File: src/hdl/issue_pkg.sv
package issue_pkg;

  // ------------------------------------------------------------------------
  // sizes
  // ------------------------------------------------------------------------
  // scoreboard entries, a power of two so the pointers wrap freely
  localparam int SbDepth = 4;
  localparam int TransIdBits = 2;
  // result buses coming back from the functional units
  localparam int WbPorts = 2;

  // ------------------------------------------------------------------------
  // functional units
  // ------------------------------------------------------------------------
  typedef enum logic [2:0] {
    FU_NONE,
    FU_ALU,
    FU_CTRL_FLOW,
    FU_MULT,
    FU_LOAD,
    FU_STORE,
    FU_CSR
  } fu_t;

  // decoded instruction waiting at the issue port
  typedef struct packed {
    fu_t         fu;
    logic [6:0]  op;
    logic [4:0]  rs1;
    logic [4:0]  rs2;
    logic [4:0]  rd;
    logic [31:0] imm;
    logic        use_imm;
    // rs1 field is a 5 bit immediate (csr*i)
    logic        use_zimm;
  } decoder_t;

  // operand bundle handed to the selected unit
  typedef struct packed {
    fu_t                    fu;
    logic [6:0]             operation;
    logic [31:0]            operand_a;
    logic [31:0]            operand_b;
    logic [31:0]            imm;
    logic [TransIdBits-1:0] trans_id;
  } fu_data_t;

  // one result bus
  typedef struct packed {
    logic                   valid;
    logic [TransIdBits-1:0] trans_id;
    logic [31:0]            data;
  } wb_t;

  // scoreboard entry, also the view the issue stage gets
  typedef struct packed {
    logic        issued;
    logic [4:0]  rd;
    fu_t         fu;
    logic        done;
    logic [31:0] result;
  } sb_entry_t;

  // everything the operand search looks at
  typedef struct packed {
    sb_entry_t [SbDepth-1:0] entry;
    wb_t [WbPorts-1:0]       wb;
  } forwarding_t;

  // register file write, driven by commit
  typedef struct packed {
    logic        we;
    logic [4:0]  waddr;
    logic [31:0] wdata;
  } gpr_write_t;

endpackage

File: src/hdl/gpr_regfile.sv
`timescale 1ns/1ps

module gpr_regfile (
  input  logic                   clock,
  input  logic                   reset,
  input  logic [4:0]             raddr_1_i,
  input  logic [4:0]             raddr_2_i,
  input  issue_pkg::gpr_write_t  wr_i,
  output logic [31:0]            rdata_1_o,
  output logic [31:0]            rdata_2_o
);

  logic [31:0] mem_q [32];

  // ------------------------------------------------------------------------
  // write port
  // ------------------------------------------------------------------------
  always_ff @(posedge clock) begin
    if (reset) begin
      for (int i = 0; i < 32; i++) begin
        mem_q[i] <= '0;
      end
    end else if (wr_i.we && (wr_i.waddr != 5'd0)) begin
      mem_q[wr_i.waddr] <= wr_i.wdata;
    end
  end

  // ------------------------------------------------------------------------
  // read ports, asynchronous
  // ------------------------------------------------------------------------
  // x0 hardwired to zero
  assign rdata_1_o = (raddr_1_i == 5'd0) ? '0 : mem_q[raddr_1_i];
  assign rdata_2_o = (raddr_2_i == 5'd0) ? '0 : mem_q[raddr_2_i];

endmodule

File: src/hdl/issue_read_operands.sv
`timescale 1ns/1ps

module issue_read_operands (
  input  logic                                 clock,
  input  logic                                 reset,
  input  logic                                 flush_i,
  input  issue_pkg::decoder_t                  issue_instr_i,
  input  logic                                 issue_valid_i,
  input  issue_pkg::forwarding_t               fwd_i,
  input  logic [issue_pkg::TransIdBits-1:0]    alloc_id_i,
  input  logic                                 sb_full_i,
  input  issue_pkg::gpr_write_t                commit_i,
  input  logic                                 flu_ready_i,
  input  logic                                 lsu_ready_i,
  input  logic [31:0]                          rdata_1_i,
  input  logic [31:0]                          rdata_2_i,
  output logic [4:0]                           raddr_1_o,
  output logic [4:0]                           raddr_2_o,
  output logic                                 issue_ack_o,
  output issue_pkg::fu_data_t                  fu_data_o,
  output logic                                 alu_valid_o,
  output logic                                 branch_valid_o,
  output logic                                 mult_valid_o,
  output logic                                 lsu_valid_o,
  output logic                                 csr_valid_o,
  output logic                                 stall_issue_o
);

  // one strobe per unit class
  typedef struct packed {
    logic alu;
    logic branch;
    logic mult;
    logic lsu;
    logic csr;
  } fu_valid_t;

  fu_valid_t           valid_n, valid_q;
  issue_pkg::fu_data_t fu_data_n;
  logic [31:0]         clobber;
  logic                fu_busy;
  logic                rs1_clob, rs2_clob;
  logic                rs1_hit, rs2_hit;
  logic [31:0]         rs1_fwd, rs2_fwd;
  logic                stall_raw, stall_waw;

  // ------------------------------------------------------------------------
  // unit busy
  // ------------------------------------------------------------------------
  always_comb begin
    case (issue_instr_i.fu)
      // a mult strobe occupies the fixed latency path for a cycle
      issue_pkg::FU_ALU, issue_pkg::FU_CTRL_FLOW, issue_pkg::FU_CSR:
        fu_busy = !flu_ready_i || mult_valid_o;
      issue_pkg::FU_MULT:
        fu_busy = !flu_ready_i;
      issue_pkg::FU_LOAD, issue_pkg::FU_STORE:
        fu_busy = !lsu_ready_i;
      default:
        fu_busy = 1'b0;
    endcase
  end

  // ------------------------------------------------------------------------
  // clobber map
  // ------------------------------------------------------------------------
  always_comb begin
    clobber = '0;
    for (int i = 0; i < issue_pkg::SbDepth; i++) begin
      if (fwd_i.entry[i].issued) begin
        clobber[fwd_i.entry[i].rd] = 1'b1;
      end
    end
    // x0 never pending
    clobber[0] = 1'b0;
  end

  assign rs1_clob = clobber[issue_instr_i.rs1];
  assign rs2_clob = clobber[issue_instr_i.rs2];

  // ------------------------------------------------------------------------
  // operand search
  // ------------------------------------------------------------------------
  operand_forward u_fwd_rs1 (
    .rs_i   (issue_instr_i.rs1),
    .fwd_i  (fwd_i),
    .hit_o  (rs1_hit),
    .data_o (rs1_fwd)
  );

  operand_forward u_fwd_rs2 (
    .rs_i   (issue_instr_i.rs2),
    .fwd_i  (fwd_i),
    .hit_o  (rs2_hit),
    .data_o (rs2_fwd)
  );

  assign raddr_1_o = issue_instr_i.rs1;
  assign raddr_2_o = issue_instr_i.rs2;

  // pending source without a result yet
  assign stall_raw = (rs1_clob && !rs1_hit) || (rs2_clob && !rs2_hit);
  // rd still owned by an older entry, released by a matching commit
  assign stall_waw = clobber[issue_instr_i.rd]
                  && !(commit_i.we && (commit_i.waddr == issue_instr_i.rd));

  assign stall_issue_o = issue_valid_i && stall_raw;

  assign issue_ack_o = issue_valid_i && !fu_busy && !sb_full_i
                    && !stall_raw && !stall_waw && !flush_i;

  // ------------------------------------------------------------------------
  // operand mux
  // ------------------------------------------------------------------------
  always_comb begin
    fu_data_n.fu        = issue_instr_i.fu;
    fu_data_n.operation = issue_instr_i.op;
    fu_data_n.imm       = issue_instr_i.imm;
    fu_data_n.trans_id  = alloc_id_i;
    fu_data_n.operand_a = rs1_clob ? rs1_fwd : rdata_1_i;
    fu_data_n.operand_b = rs2_clob ? rs2_fwd : rdata_2_i;
    // zimm replaces rs1
    if (issue_instr_i.use_zimm) begin
      fu_data_n.operand_a = {27'b0, issue_instr_i.rs1};
    end
    // stores and branches need rs2, imm goes separately
    if (issue_instr_i.use_imm && (issue_instr_i.fu != issue_pkg::FU_STORE)
        && (issue_instr_i.fu != issue_pkg::FU_CTRL_FLOW)) begin
      fu_data_n.operand_b = issue_instr_i.imm;
    end
  end

  // strobe decode, ack already excludes flush
  always_comb begin
    valid_n = '0;
    if (issue_ack_o) begin
      case (issue_instr_i.fu)
        issue_pkg::FU_ALU:                       valid_n.alu    = 1'b1;
        issue_pkg::FU_CTRL_FLOW:                 valid_n.branch = 1'b1;
        issue_pkg::FU_MULT:                      valid_n.mult   = 1'b1;
        issue_pkg::FU_LOAD, issue_pkg::FU_STORE: valid_n.lsu    = 1'b1;
        issue_pkg::FU_CSR:                       valid_n.csr    = 1'b1;
        default:                                 valid_n        = '0;
      endcase
    end
  end

  // ------------------------------------------------------------------------
  // dispatch register
  // ------------------------------------------------------------------------
  always_ff @(posedge clock) begin
    if (reset) begin
      valid_q <= '0;
    end else begin
      valid_q <= valid_n;
    end
  end

  // bundle only moves on an accepted instruction
  always_ff @(posedge clock) begin
    if (issue_ack_o) begin
      fu_data_o <= fu_data_n;
    end
  end

  assign alu_valid_o    = valid_q.alu;
  assign branch_valid_o = valid_q.branch;
  assign mult_valid_o   = valid_q.mult;
  assign lsu_valid_o    = valid_q.lsu;
  assign csr_valid_o    = valid_q.csr;

  // one unit started per cycle
  assert property (@(posedge clock) disable iff (reset) $onehot0(valid_q))
    else $error("more than one unit strobe");

endmodule

File: src/hdl/issue_top.sv
`timescale 1ns/1ps

module issue_top (
  input  logic                                     clock,
  input  logic                                     reset,
  input  logic                                     flush_i,
  input  issue_pkg::decoder_t                      issue_instr_i,
  input  logic                                     issue_valid_i,
  input  issue_pkg::wb_t [issue_pkg::WbPorts-1:0]  wb_i,
  input  logic                                     flu_ready_i,
  input  logic                                     lsu_ready_i,
  output logic                                     issue_ack_o,
  output issue_pkg::fu_data_t                      fu_data_o,
  output logic                                     alu_valid_o,
  output logic                                     branch_valid_o,
  output logic                                     mult_valid_o,
  output logic                                     lsu_valid_o,
  output logic                                     csr_valid_o,
  output logic                                     stall_issue_o,
  output issue_pkg::gpr_write_t                    commit_o
);

  issue_pkg::forwarding_t              fwd;
  issue_pkg::gpr_write_t               commit;
  logic [issue_pkg::TransIdBits-1:0]   alloc_id;
  logic                                sb_full;
  logic                                issue_ack;
  logic [4:0]                          raddr_1, raddr_2;
  logic [31:0]                         rdata_1, rdata_2;

  assign issue_ack_o = issue_ack;
  assign commit_o    = commit;

  // ------------------------------------------------------------------------
  // in-flight tracking
  // ------------------------------------------------------------------------
  scoreboard u_scoreboard (
    .clock         (clock),
    .reset         (reset),
    .flush_i       (flush_i),
    .issue_instr_i (issue_instr_i),
    .issue_ack_i   (issue_ack),
    .wb_i          (wb_i),
    .fwd_o         (fwd),
    .alloc_id_o    (alloc_id),
    .sb_full_o     (sb_full),
    .commit_o      (commit)
  );

  // ------------------------------------------------------------------------
  // hazard check and dispatch
  // ------------------------------------------------------------------------
  issue_read_operands u_issue (
    .clock          (clock),
    .reset          (reset),
    .flush_i        (flush_i),
    .issue_instr_i  (issue_instr_i),
    .issue_valid_i  (issue_valid_i),
    .fwd_i          (fwd),
    .alloc_id_i     (alloc_id),
    .sb_full_i      (sb_full),
    .commit_i       (commit),
    .flu_ready_i    (flu_ready_i),
    .lsu_ready_i    (lsu_ready_i),
    .rdata_1_i      (rdata_1),
    .rdata_2_i      (rdata_2),
    .raddr_1_o      (raddr_1),
    .raddr_2_o      (raddr_2),
    .issue_ack_o    (issue_ack),
    .fu_data_o      (fu_data_o),
    .alu_valid_o    (alu_valid_o),
    .branch_valid_o (branch_valid_o),
    .mult_valid_o   (mult_valid_o),
    .lsu_valid_o    (lsu_valid_o),
    .csr_valid_o    (csr_valid_o),
    .stall_issue_o  (stall_issue_o)
  );

  // architectural state, written by commit only
  gpr_regfile u_regfile (
    .clock     (clock),
    .reset     (reset),
    .raddr_1_i (raddr_1),
    .raddr_2_i (raddr_2),
    .wr_i      (commit),
    .rdata_1_o (rdata_1),
    .rdata_2_o (rdata_2)
  );

endmodule

File: src/hdl/operand_forward.sv
`timescale 1ns/1ps

module operand_forward (
  input  logic [4:0]              rs_i,
  input  issue_pkg::forwarding_t  fwd_i,
  output logic                    hit_o,
  output logic [31:0]             data_o
);

  localparam int NumSrc = issue_pkg::WbPorts + issue_pkg::SbDepth;

  // candidate requests, lowest index wins
  logic [NumSrc-1:0]       req;
  logic [NumSrc-1:0][31:0] cand;

  // ------------------------------------------------------------------------
  // writeback ports first
  // ------------------------------------------------------------------------
  for (genvar p = 0; p < issue_pkg::WbPorts; p++) begin : gen_wb
    // rd comes from the entry the result belongs to
    assign req[p] = fwd_i.wb[p].valid
                  & fwd_i.entry[fwd_i.wb[p].trans_id].issued
                  & (fwd_i.entry[fwd_i.wb[p].trans_id].rd == rs_i);
    assign cand[p] = fwd_i.wb[p].data;
  end

  // ------------------------------------------------------------------------
  // then finished entries
  // ------------------------------------------------------------------------
  for (genvar e = 0; e < issue_pkg::SbDepth; e++) begin : gen_sb
    assign req[issue_pkg::WbPorts+e] = fwd_i.entry[e].issued
                                     & fwd_i.entry[e].done
                                     & (fwd_i.entry[e].rd == rs_i);
    assign cand[issue_pkg::WbPorts+e] = fwd_i.entry[e].result;
  end

  // fixed priority pick
  always_comb begin
    hit_o  = 1'b0;
    data_o = '0;
    // walk downwards so the lowest requester is left standing
    for (int i = NumSrc - 1; i >= 0; i--) begin
      if (req[i]) begin
        hit_o  = 1'b1;
        data_o = cand[i];
      end
    end
  end

endmodule

File: src/hdl/scoreboard.sv
`timescale 1ns/1ps

module scoreboard (
  input  logic                                           clock,
  input  logic                                           reset,
  input  logic                                           flush_i,
  input  issue_pkg::decoder_t                            issue_instr_i,
  input  logic                                           issue_ack_i,
  input  issue_pkg::wb_t [issue_pkg::WbPorts-1:0]        wb_i,
  output issue_pkg::forwarding_t                         fwd_o,
  output logic [issue_pkg::TransIdBits-1:0]              alloc_id_o,
  output logic                                           sb_full_o,
  output issue_pkg::gpr_write_t                          commit_o
);

  issue_pkg::sb_entry_t                entries_q [issue_pkg::SbDepth];
  issue_pkg::sb_entry_t                head_entry;
  logic [issue_pkg::TransIdBits-1:0]   head_q, tail_q;
  logic [issue_pkg::TransIdBits:0]     count_q;
  logic                                commit_valid;

  // ------------------------------------------------------------------------
  // status out
  // ------------------------------------------------------------------------
  assign alloc_id_o = tail_q;
  assign sb_full_o  = (count_q == issue_pkg::SbDepth);

  for (genvar i = 0; i < issue_pkg::SbDepth; i++) begin : gen_fwd
    assign fwd_o.entry[i] = entries_q[i];
  end
  assign fwd_o.wb = wb_i;

  // ------------------------------------------------------------------------
  // commit
  // ------------------------------------------------------------------------
  assign head_entry   = entries_q[head_q];
  assign commit_valid = head_entry.issued && head_entry.done;

  // x0 retires without a write
  assign commit_o.we    = commit_valid && (head_entry.rd != 5'd0);
  assign commit_o.waddr = head_entry.rd;
  assign commit_o.wdata = head_entry.result;

  // ------------------------------------------------------------------------
  // entry state
  // ------------------------------------------------------------------------
  always_ff @(posedge clock) begin
    if (reset || flush_i) begin
      head_q  <= '0;
      tail_q  <= '0;
      count_q <= '0;
      for (int i = 0; i < issue_pkg::SbDepth; i++) begin
        entries_q[i].issued <= 1'b0;
        entries_q[i].done   <= 1'b0;
      end
    end else begin
      // allocate at tail
      if (issue_ack_i) begin
        entries_q[tail_q].issued <= 1'b1;
        entries_q[tail_q].done   <= 1'b0;
        entries_q[tail_q].rd     <= issue_instr_i.rd;
        entries_q[tail_q].fu     <= issue_instr_i.fu;
        tail_q                   <= tail_q + 1'b1;
      end
      // capture results
      for (int p = 0; p < issue_pkg::WbPorts; p++) begin
        if (wb_i[p].valid) begin
          entries_q[wb_i[p].trans_id].done   <= 1'b1;
          entries_q[wb_i[p].trans_id].result <= wb_i[p].data;
        end
      end
      // retire head, never the slot just allocated since ack needs room
      if (commit_valid) begin
        entries_q[head_q].issued <= 1'b0;
        entries_q[head_q].done   <= 1'b0;
        head_q                   <= head_q + 1'b1;
      end
      case ({issue_ack_i, commit_valid})
        2'b10:   count_q <= count_q + 1'b1;
        2'b01:   count_q <= count_q - 1'b1;
        default: count_q <= count_q;
      endcase
    end
  end

  // ------------------------------------------------------------------------
  // checks
  // ------------------------------------------------------------------------
  for (genvar p = 0; p < issue_pkg::WbPorts; p++) begin : gen_wb_chk
    assert property (@(posedge clock) disable iff (reset || flush_i)
      wb_i[p].valid |-> entries_q[wb_i[p].trans_id].issued)
      else $error("writeback to a free scoreboard entry");
  end

  // the issue stage must see full before it acks
  assert property (@(posedge clock) disable iff (reset) issue_ack_i |-> !sb_full_o)
    else $error("issue acknowledged into a full scoreboard");

endmodule

File: config.mk
export PLATFORM = sky130hd
export DESIGN_NAME = issue_top
export DESIGN_NICKNAME = d
export VERILOG_FILES = /design/src/hdl/issue_pkg.sv /design/src/hdl/gpr_regfile.sv /design/src/hdl/issue_read_operands.sv /design/src/hdl/issue_top.sv /design/src/hdl/operand_forward.sv /design/src/hdl/scoreboard.sv
export SDC_FILE = /design/constraint.sdc
export NUM_CORES = 2
export LEC_CHECK = 0
export BUFFER_PORTS_ARGS = -buffer_cell sky130_fd_sc_hd__buf_4
export CAP_MARGIN = 20
export CELL_PAD_IN_SITES_DETAIL_PLACEMENT = 2
export CELL_PAD_IN_SITES_GLOBAL_PLACEMENT = 2
export CORE_AREA = 2 2 524 526
export CTS_BUF_LIST = sky130_fd_sc_hd__clkbuf_8 sky130_fd_sc_hd__clkbuf_16
export DETAILED_ROUTE_END_ITERATION = 16
export DIE_AREA = 0 0 526 528
export GPL_TIMING_DRIVEN = 0
export HOLD_SLACK_MARGIN = 0.1
export PLACE_DENSITY = 0.54
export SYNTH_ARGS = -nofsm -noshare
export SYNTH_HDL_FRONTEND = slang
export SYNTH_SLANG_ARGS = --single-unit
File: constraint.sdc
create_clock -name clock -period 15.1 [get_ports clock]
set_clock_uncertainty 0.2 [all_clocks]
set_input_delay 0.755 -clock clock [delete_from_list [all_inputs] [get_ports clock]]
set_output_delay 0.755 -clock clock [all_outputs]
set_load 0.01 [all_outputs]
After elaboration in Yosys (flattened, before gate mapping)
Memory sizes are Yosys's and may differ from the RTL's. A register that Yosys moved wholly into a read port is not among the register bits.
Cells that the tools add are included.
{ "totals": {"ff_bits": 120, "ramBits": 1192, "input_bits": 135, "output_inout_bits": 153, "memories": 2} }
{ "classes": {"n_addsub": 4, "order_cmp": 13, "n_eq_ne": 24, "mux": 95, "bitwise_logic": 22, "n_reduce_logical": 44} }
{ "memory_table": {"columns": ["memory", "words", "word_bits", "read_ports", "rd_clocked_by_memory_dff", "write_ports", "line", "text"], "rows": [
  ["u_regfile.mem_q", 32, 32, 2, 0, 32, "gpr_regfile.sv:13", "logic [31:0] mem_q [32];"],
  ["u_scoreboard.entries_q", 4, 42, 5, 1, 4, "scoreboard.sv:16", "issue_pkg::sb_entry_t entries_q [issue_pkg::SbDepth];"]
]} }
{ "op_table": {"columns": ["op", "count"], "rows": [
  ["$mux 32", 22],
  ["$mux 42", 6],
  ["$bmux 42 s2", 2],
  ["$reduce_or 42->1", 4],
  ["$or 32x32->32", 3],
  ["$eq 5x5->1", 13],
  ["$mux 1", 44],
  ["$lt 5x6->1 const B", 7],
  ["$reduce_or 32->1", 1],
  ["$demux 1 s5", 4],
  ["$ge 5x1->1 const B", 4],
  ["$logic_and 1x1->1", 19],
  ["$and 1x1->1", 18],
  ["$bmux 1 s5", 3],
  ["$mux 2", 7],
  ["$eq 3x3->1 const B", 4],
  ["$logic_not 1->1", 10],
  ["$logic_not 5->1", 2],
  ["$mux 5", 2],
  ["$mux 4", 2],
  ["$eq 3x2->1 const B", 2],
  ["$lt 2x3->1 const B", 2],
  ["$pmux 3 s2", 1],
  ["$reduce_bool 5->1", 1],
  ["other kinds (15)", 19]
]} }

Logic depth before layout (Yosys ltp)
An unclocked memory read counts as a cell.
{ "depth": {"depth_word": 25, "depth_mapped": 16, "mapped_depth_nobuf": 14} }

Hierarchy
From an unflattened synthesis, not the netlist that was laid out.
{ "unflattened": {"cells_unflattened": 5614, "hier_area_um2": 74580.3} }
{ "by_module_without_submodules": {"columns": ["module", "instances", "cells_each", "area_per_inst_um2", "seq_area_each_um2"], "rows": [
  ["gpr_regfile", 1, 3502, 54253.3, 30749.5],
  ["scoreboard", 1, 807, 9087.5, 5144.9],
  ["issue_read_operands", 1, 697, 6922.9, 3343.2],
  ["operand_forward", 2, 304, 2158.3, 0.0]
]} }

Least setup slack after synthesis
Ideal clock, no wire load.
{ "synth_timing": {"kind": "in2out", "from": "in issue_instr_i[39] in the netlist's numbering", "to": "out issue_ack_o", "arrival_time_ps": 4789, "t_required_ps": 14145, "path_slack_ps": 9356, "path_stages": 8, "cell_sequence": "buf_2 -> buf_2 -> buf_2 -> buf_1 -> nand3b_1 -> a41oi_4 -> o211ai_2 -> inv_1"} }
{ "synth_via": {"elab_chain_cells": 15, "elab_cells_between_ends": 27, "cone_classes": "6 x eq/ne; 8 x mux; 6 x bitwise; 7 x reduce/logical"} }
{ "synth_rtl": {"columns": ["item", "line", "text"], "rows": [
  ["start, declared", "issue_top.sv:7", "input issue_pkg::decoder_t issue_instr_i,"],
  ["$eq 5x5->1", "operand_forward.sv:33", "& (fwd_i.entry[e].rd == rs_i);"],
  ["$and 1x1->1", "operand_forward.sv:33", null],
  ["$mux 1 (6 in series)", "operand_forward.sv:43", "if (req[i]) begin"],
  ["$logic_not 1->1", "issue_read_operands.sv:102", "assign stall_raw = (rs1_clob && !rs1_hit) || (rs2_clob && !rs2_hit);"],
  ["$logic_and 1x1->1 (*)", "issue_read_operands.sv:102", null],
  ["$logic_or 1x1->1 (*)", "issue_read_operands.sv:102", null],
  ["$logic_not 1->1 (*)", "issue_read_operands.sv:110", "&& !stall_raw && !stall_waw && !flush_i;"],
  ["$logic_and 1x1->1 (*) (3 in series)", "issue_read_operands.sv:110", null],
  ["end, declared", "issue_top.sv:12", "output logic issue_ack_o,"]
]} }
Mark *: on every way between the ends. The rest lies on a longest branch, timed or not. The select of a mux whose other input is x is not followed.

Worst setup path in the final report
{ "layout_timing": {"from": "in issue_instr_i[45] in the netlist's numbering", "to": "reg, netlist name u_issue.fu_data_o[87]"} }
{ "layout_via": {"elab_chain_cells": 9, "elab_cells_between_ends": 24, "cone_classes": "6 x eq/ne; 10 x mux; 6 x bitwise; 1 x reduce/logical; 1 x memory"} }
{ "layout_rtl": {"columns": ["item", "line", "text"], "rows": [
  ["$eq 5x5->1", "operand_forward.sv:33", null],
  ["$and 1x1->1", "operand_forward.sv:33", null],
  ["$mux 32 (6 in series)", "operand_forward.sv:43", null],
  ["$mux 32 (*)", "issue_read_operands.sv:120", "fu_data_n.operand_a = rs1_clob ? rs1_fwd : rdata_1_i;"]
]} }
Marks and branches as above.
A chain may end at the register's enable or synchronous reset.

==> run summary <==
Adder-Cell Fraction of Synth Area -> 0.188%
Slew @ Worst Pin -> 1500 ps
Final nets -> 6504
Die Height -> 528 µm
reg2reg start -> u_scoreboard.entries_q[0][41]
Unique masters post-synth -> 81
relative slew slack -> 0.144%
failing checks -> max-capacitance violations
Period Utilization, post-route -> 43.0%
Mapped Cells -> 5646
FF-to-FF End -> u_issue.fu_data_o[70]
clock root cell -> clkbuf_16
slowest CP cell -> clkbuf_1
core area -> 272000 µm²
# setup viols final -> 0
Multi-input gate area -> 29400 µm²
largest family of logic cells by synthesized area -> multiplexers
I/O pins -> 288
HP Class -> input port to flip-flop
VDD IR max -> 0.000112 V
status -> finished, violations left
Final Cell Area -> 85800 µm²
Syn-to-layout area delta -> 21.7%
CTS resizes -> 0
Initial Util -> 25.9%
row cnt -> 192
# clock sinks -> 1302
Top delay family on crit path -> buffers and inverters
CP Capture Type -> flip-flop
Die Wd -> 526 µm
input/output buffers -> 275
critical path arrival -> 6860 ps
post-synthesis register bit count -> 1302
mux contribution to synthesized area -> 20.6%
cell area after synthesis -> 70500 µm²
Mean Syn Cell Area -> 12.5 µm²
Placed Area -> 79400 µm²
Peak Freq -> 154 MHz
crit path capture -> u_issue.fu_data_o[87]
Final HPWL DP -> 298000 µm
Avg WL per Cell -> 39.1 µm
Switching Fraction -> 28.4%
vias in the first global route -> 58800
Critical Path Stages -> 12
initial antenna violation count -> 37
DR iter-0 viols -> 6556
DR pass1 iterations -> 8
Final Hold Fails -> 0
Overflow after GRT -> 0
FF-to-FF path depth -> 12
ANT nets after route -> 0
Buf+Inv Stages, Crit Path -> 7
Compound-Gate Fraction of Synth Area -> 8.23%
max-slew violation count -> 0
CP Cell Sequence -> clkbuf_1 -> buf_2 -> buf_2 -> buf_2 -> clkbuf_1 -> buf_8 -> clkbuf_1 -> mux4_2 -> o22ai_1 -> nor3_1 -> a21oi_1 -> nor3_1
clock buffer depth -> 3
# fillers -> 28700
commonest non-fill, non-tap cell in the layout -> edfxtp_1
leading cell types in the layout, fill and taps excluded -> edfxtp_1 (1280), nor2_1 (1152), mux4_2 (501), nand2_1 (475), clkbuf_1 (424)
CP startpoint kind -> input port
setup TNS -> 0 ps
Post-Synth XOR/XNOR Area -> 0.820%
simple-gate share of the synthesized area -> 11.4%
Post-synth EDFFs -> 1280
H-Tree Depth -> 4
GP Congestion -> 0.901
CP Data Required Time -> 15470 ps
cts bufs inserted -> 165
Comb power frac -> 13.7%
via count -> 57100
Synth Flop Type -> edfxtp_1
first-pass GRT wire length -> 526000 µm
Seq/Total Area, Yosys -> 55.2%
FF+latch area -> 38900 µm²
Pint -> 6.64 mW
Flop pwr share -> 44.8%
Max Cap Viol -> 1
Setup Fix Bufs, Post-CTS -> 0
CP Max Fanout -> 10
vias per cell -> 5.66
pwr dens -> 108 nW/µm²
Clock Power Share -> 41.6%
max incr delay on CP -> 880 ps
Static Leak -> 31.3 nW
Synth async-reset ratio -> 0%
Die Area -> 278000 µm²
P_sw -> 2.64 mW
overall routing resource usage -> 27.8%
CP Launch Point -> issue_instr_i[45]
layout cell share with drive strength beyond 1 -> 20.7%
drt total wl -> 394000 µm
RSZ-0062 raised after global routing -> false
drt drc -> 0
minimum clock period -> 6490 ps
Ys Warns -> 0
CTS tree -> yes
R2R setup slack -> 8880 ps
Worst Setup Path Type -> input port to flip-flop
Skew-Pair Late Insertion Delay -> 880 ps
largest net degree at the start of global routing -> 65
Hold Crit Start -> wb_i[10]
Worst-path clk slew -> 60 ps
Post-CTS Hold Buffers -> 100
[layer usage]
metal | track usage (%) | part of all wire (%) | vias to the layer above
li1 | - | - | 22900
met1 | 36.4 | 42 | 30800
met2 | 44.0 | 46 | 2779
met3 | 5.67 | 7.6 | 599
met4 | 12.9 | 5.0 | 6
met5 | 0 | 0.011 | -
[through the flow]
stage / instances / total power, mW / hold WS [ps] / setup slack, ps / util, %
after floorplan: 5677 / 4.74 / 258 / 9360 / -
after global placement: 9541 / 5.36 / 276 / 5890 / 28.3
after detailed placement: 9660 / 5.44 / 300 / 7930 / 29.2
after CTS: 10000 / 9.30 / 103 / 8820 / 31.4
after global routing: 10100 / 9.48 / 145 / 8700 / 31.5
final: 10100 / 9.28 / 154 / 8610 / 31.5
[worst min path at each step]
stage                                    endpoint  slack (ps)  cells after the start
detailed placement        u_scoreboard.count_q[2]         300                      2
floorplan                 u_scoreboard.count_q[2]         260                      2
global route        u_scoreboard.entries_q[3][12]         140                      3
finish              u_scoreboard.entries_q[0][10]         150                      3
CTS                 u_scoreboard.entries_q[3][10]         100                      3
global placement          u_scoreboard.count_q[2]         280                      2
[cells in the mapped netlist, drive strengths merged (34+ instances only)]
cell type	instances	area, µm²
mux4	501	11300
nand2b	41	257
nand2	506	1900
mux2	37	417
nor3	106	536
clkbuf	429	1610
buf	155	682
mux2i	281	2810
o311ai	34	298
o221ai	132	1160
o21ai	117	586
inv	61	229
xnor2	45	394
a221oi	71	641
edfxtp	1280	38400
o22ai	106	676
nor2	1154	4330
a21oi	296	1490
[power groups by stage]
| stage | sequential, mW | combinational (mW) | clock (mW) |
|---|---|---|---|
| finish | 4.16 | 1.27 | 3.86 |
| global route | 4.17 | 1.28 | 4.03 |
| CTS | 4.15 | 1.23 | 3.91 |
| detailed placement | 4.23 | 1.21 | 0 |
| global placement | 4.23 | 1.13 | 0 |
| floorplan | 4.21 | 0.531 | 0 |
[cell families (layout without fill, tap and decap cells)]
| logic type | Yosys count | in the layout |
|---|---|---|
| buffers and inverters | 648 | 1446 |
| adder cells (fa/ha/maj) | 10 | 10 |
| AO/OA/AOI/OAI | 858 | 858 |
| flip-flops | 1302 | 1302 |
| multiplexers | 819 | 819 |
| AND/OR/NAND/NOR | 1942 | 1942 |
| XOR/XNOR | 66 | 66 |
| other | 1 | 50 |
[registers in the layout, summed over array words and instances (netlist names), named ones only]
| name | count |
|---|---|
| u_regfile.mem_q | 1024 |
| u_scoreboard.entries_q | 156 |
| u_issue.fu_data_o | 108 |
| u_scoreboard.count_q | 3 |
| u_scoreboard.alloc_id_o | 2 |
| u_scoreboard.head_q | 2 |
| u_issue.alu_valid_o | 1 |
| u_issue.branch_valid_o | 1 |
| u_issue.csr_valid_o | 1 |
| u_issue.lsu_valid_o | 1 |
| u_issue.mult_valid_o | 1 |
[cell type report]
class                           count  area share, %
Sequential cell                  1302           45.3
Multi-Input combinational cell   3727           34.3
Timing Repair Buffer              515           6.27
Tap cell                         3589           5.23
Clock buffer                      167           4.87
Buffer                            584           2.70
Clock inverter                    116           1.01
Inverter                           64          0.283
Antenna cell                       18         0.0525
[worst min-delay path, cell delays in order]
cell	delay (ps)
buf_4	160
nand2_1	70
a21oi_1	60
(Power assumes the default switching activity.)
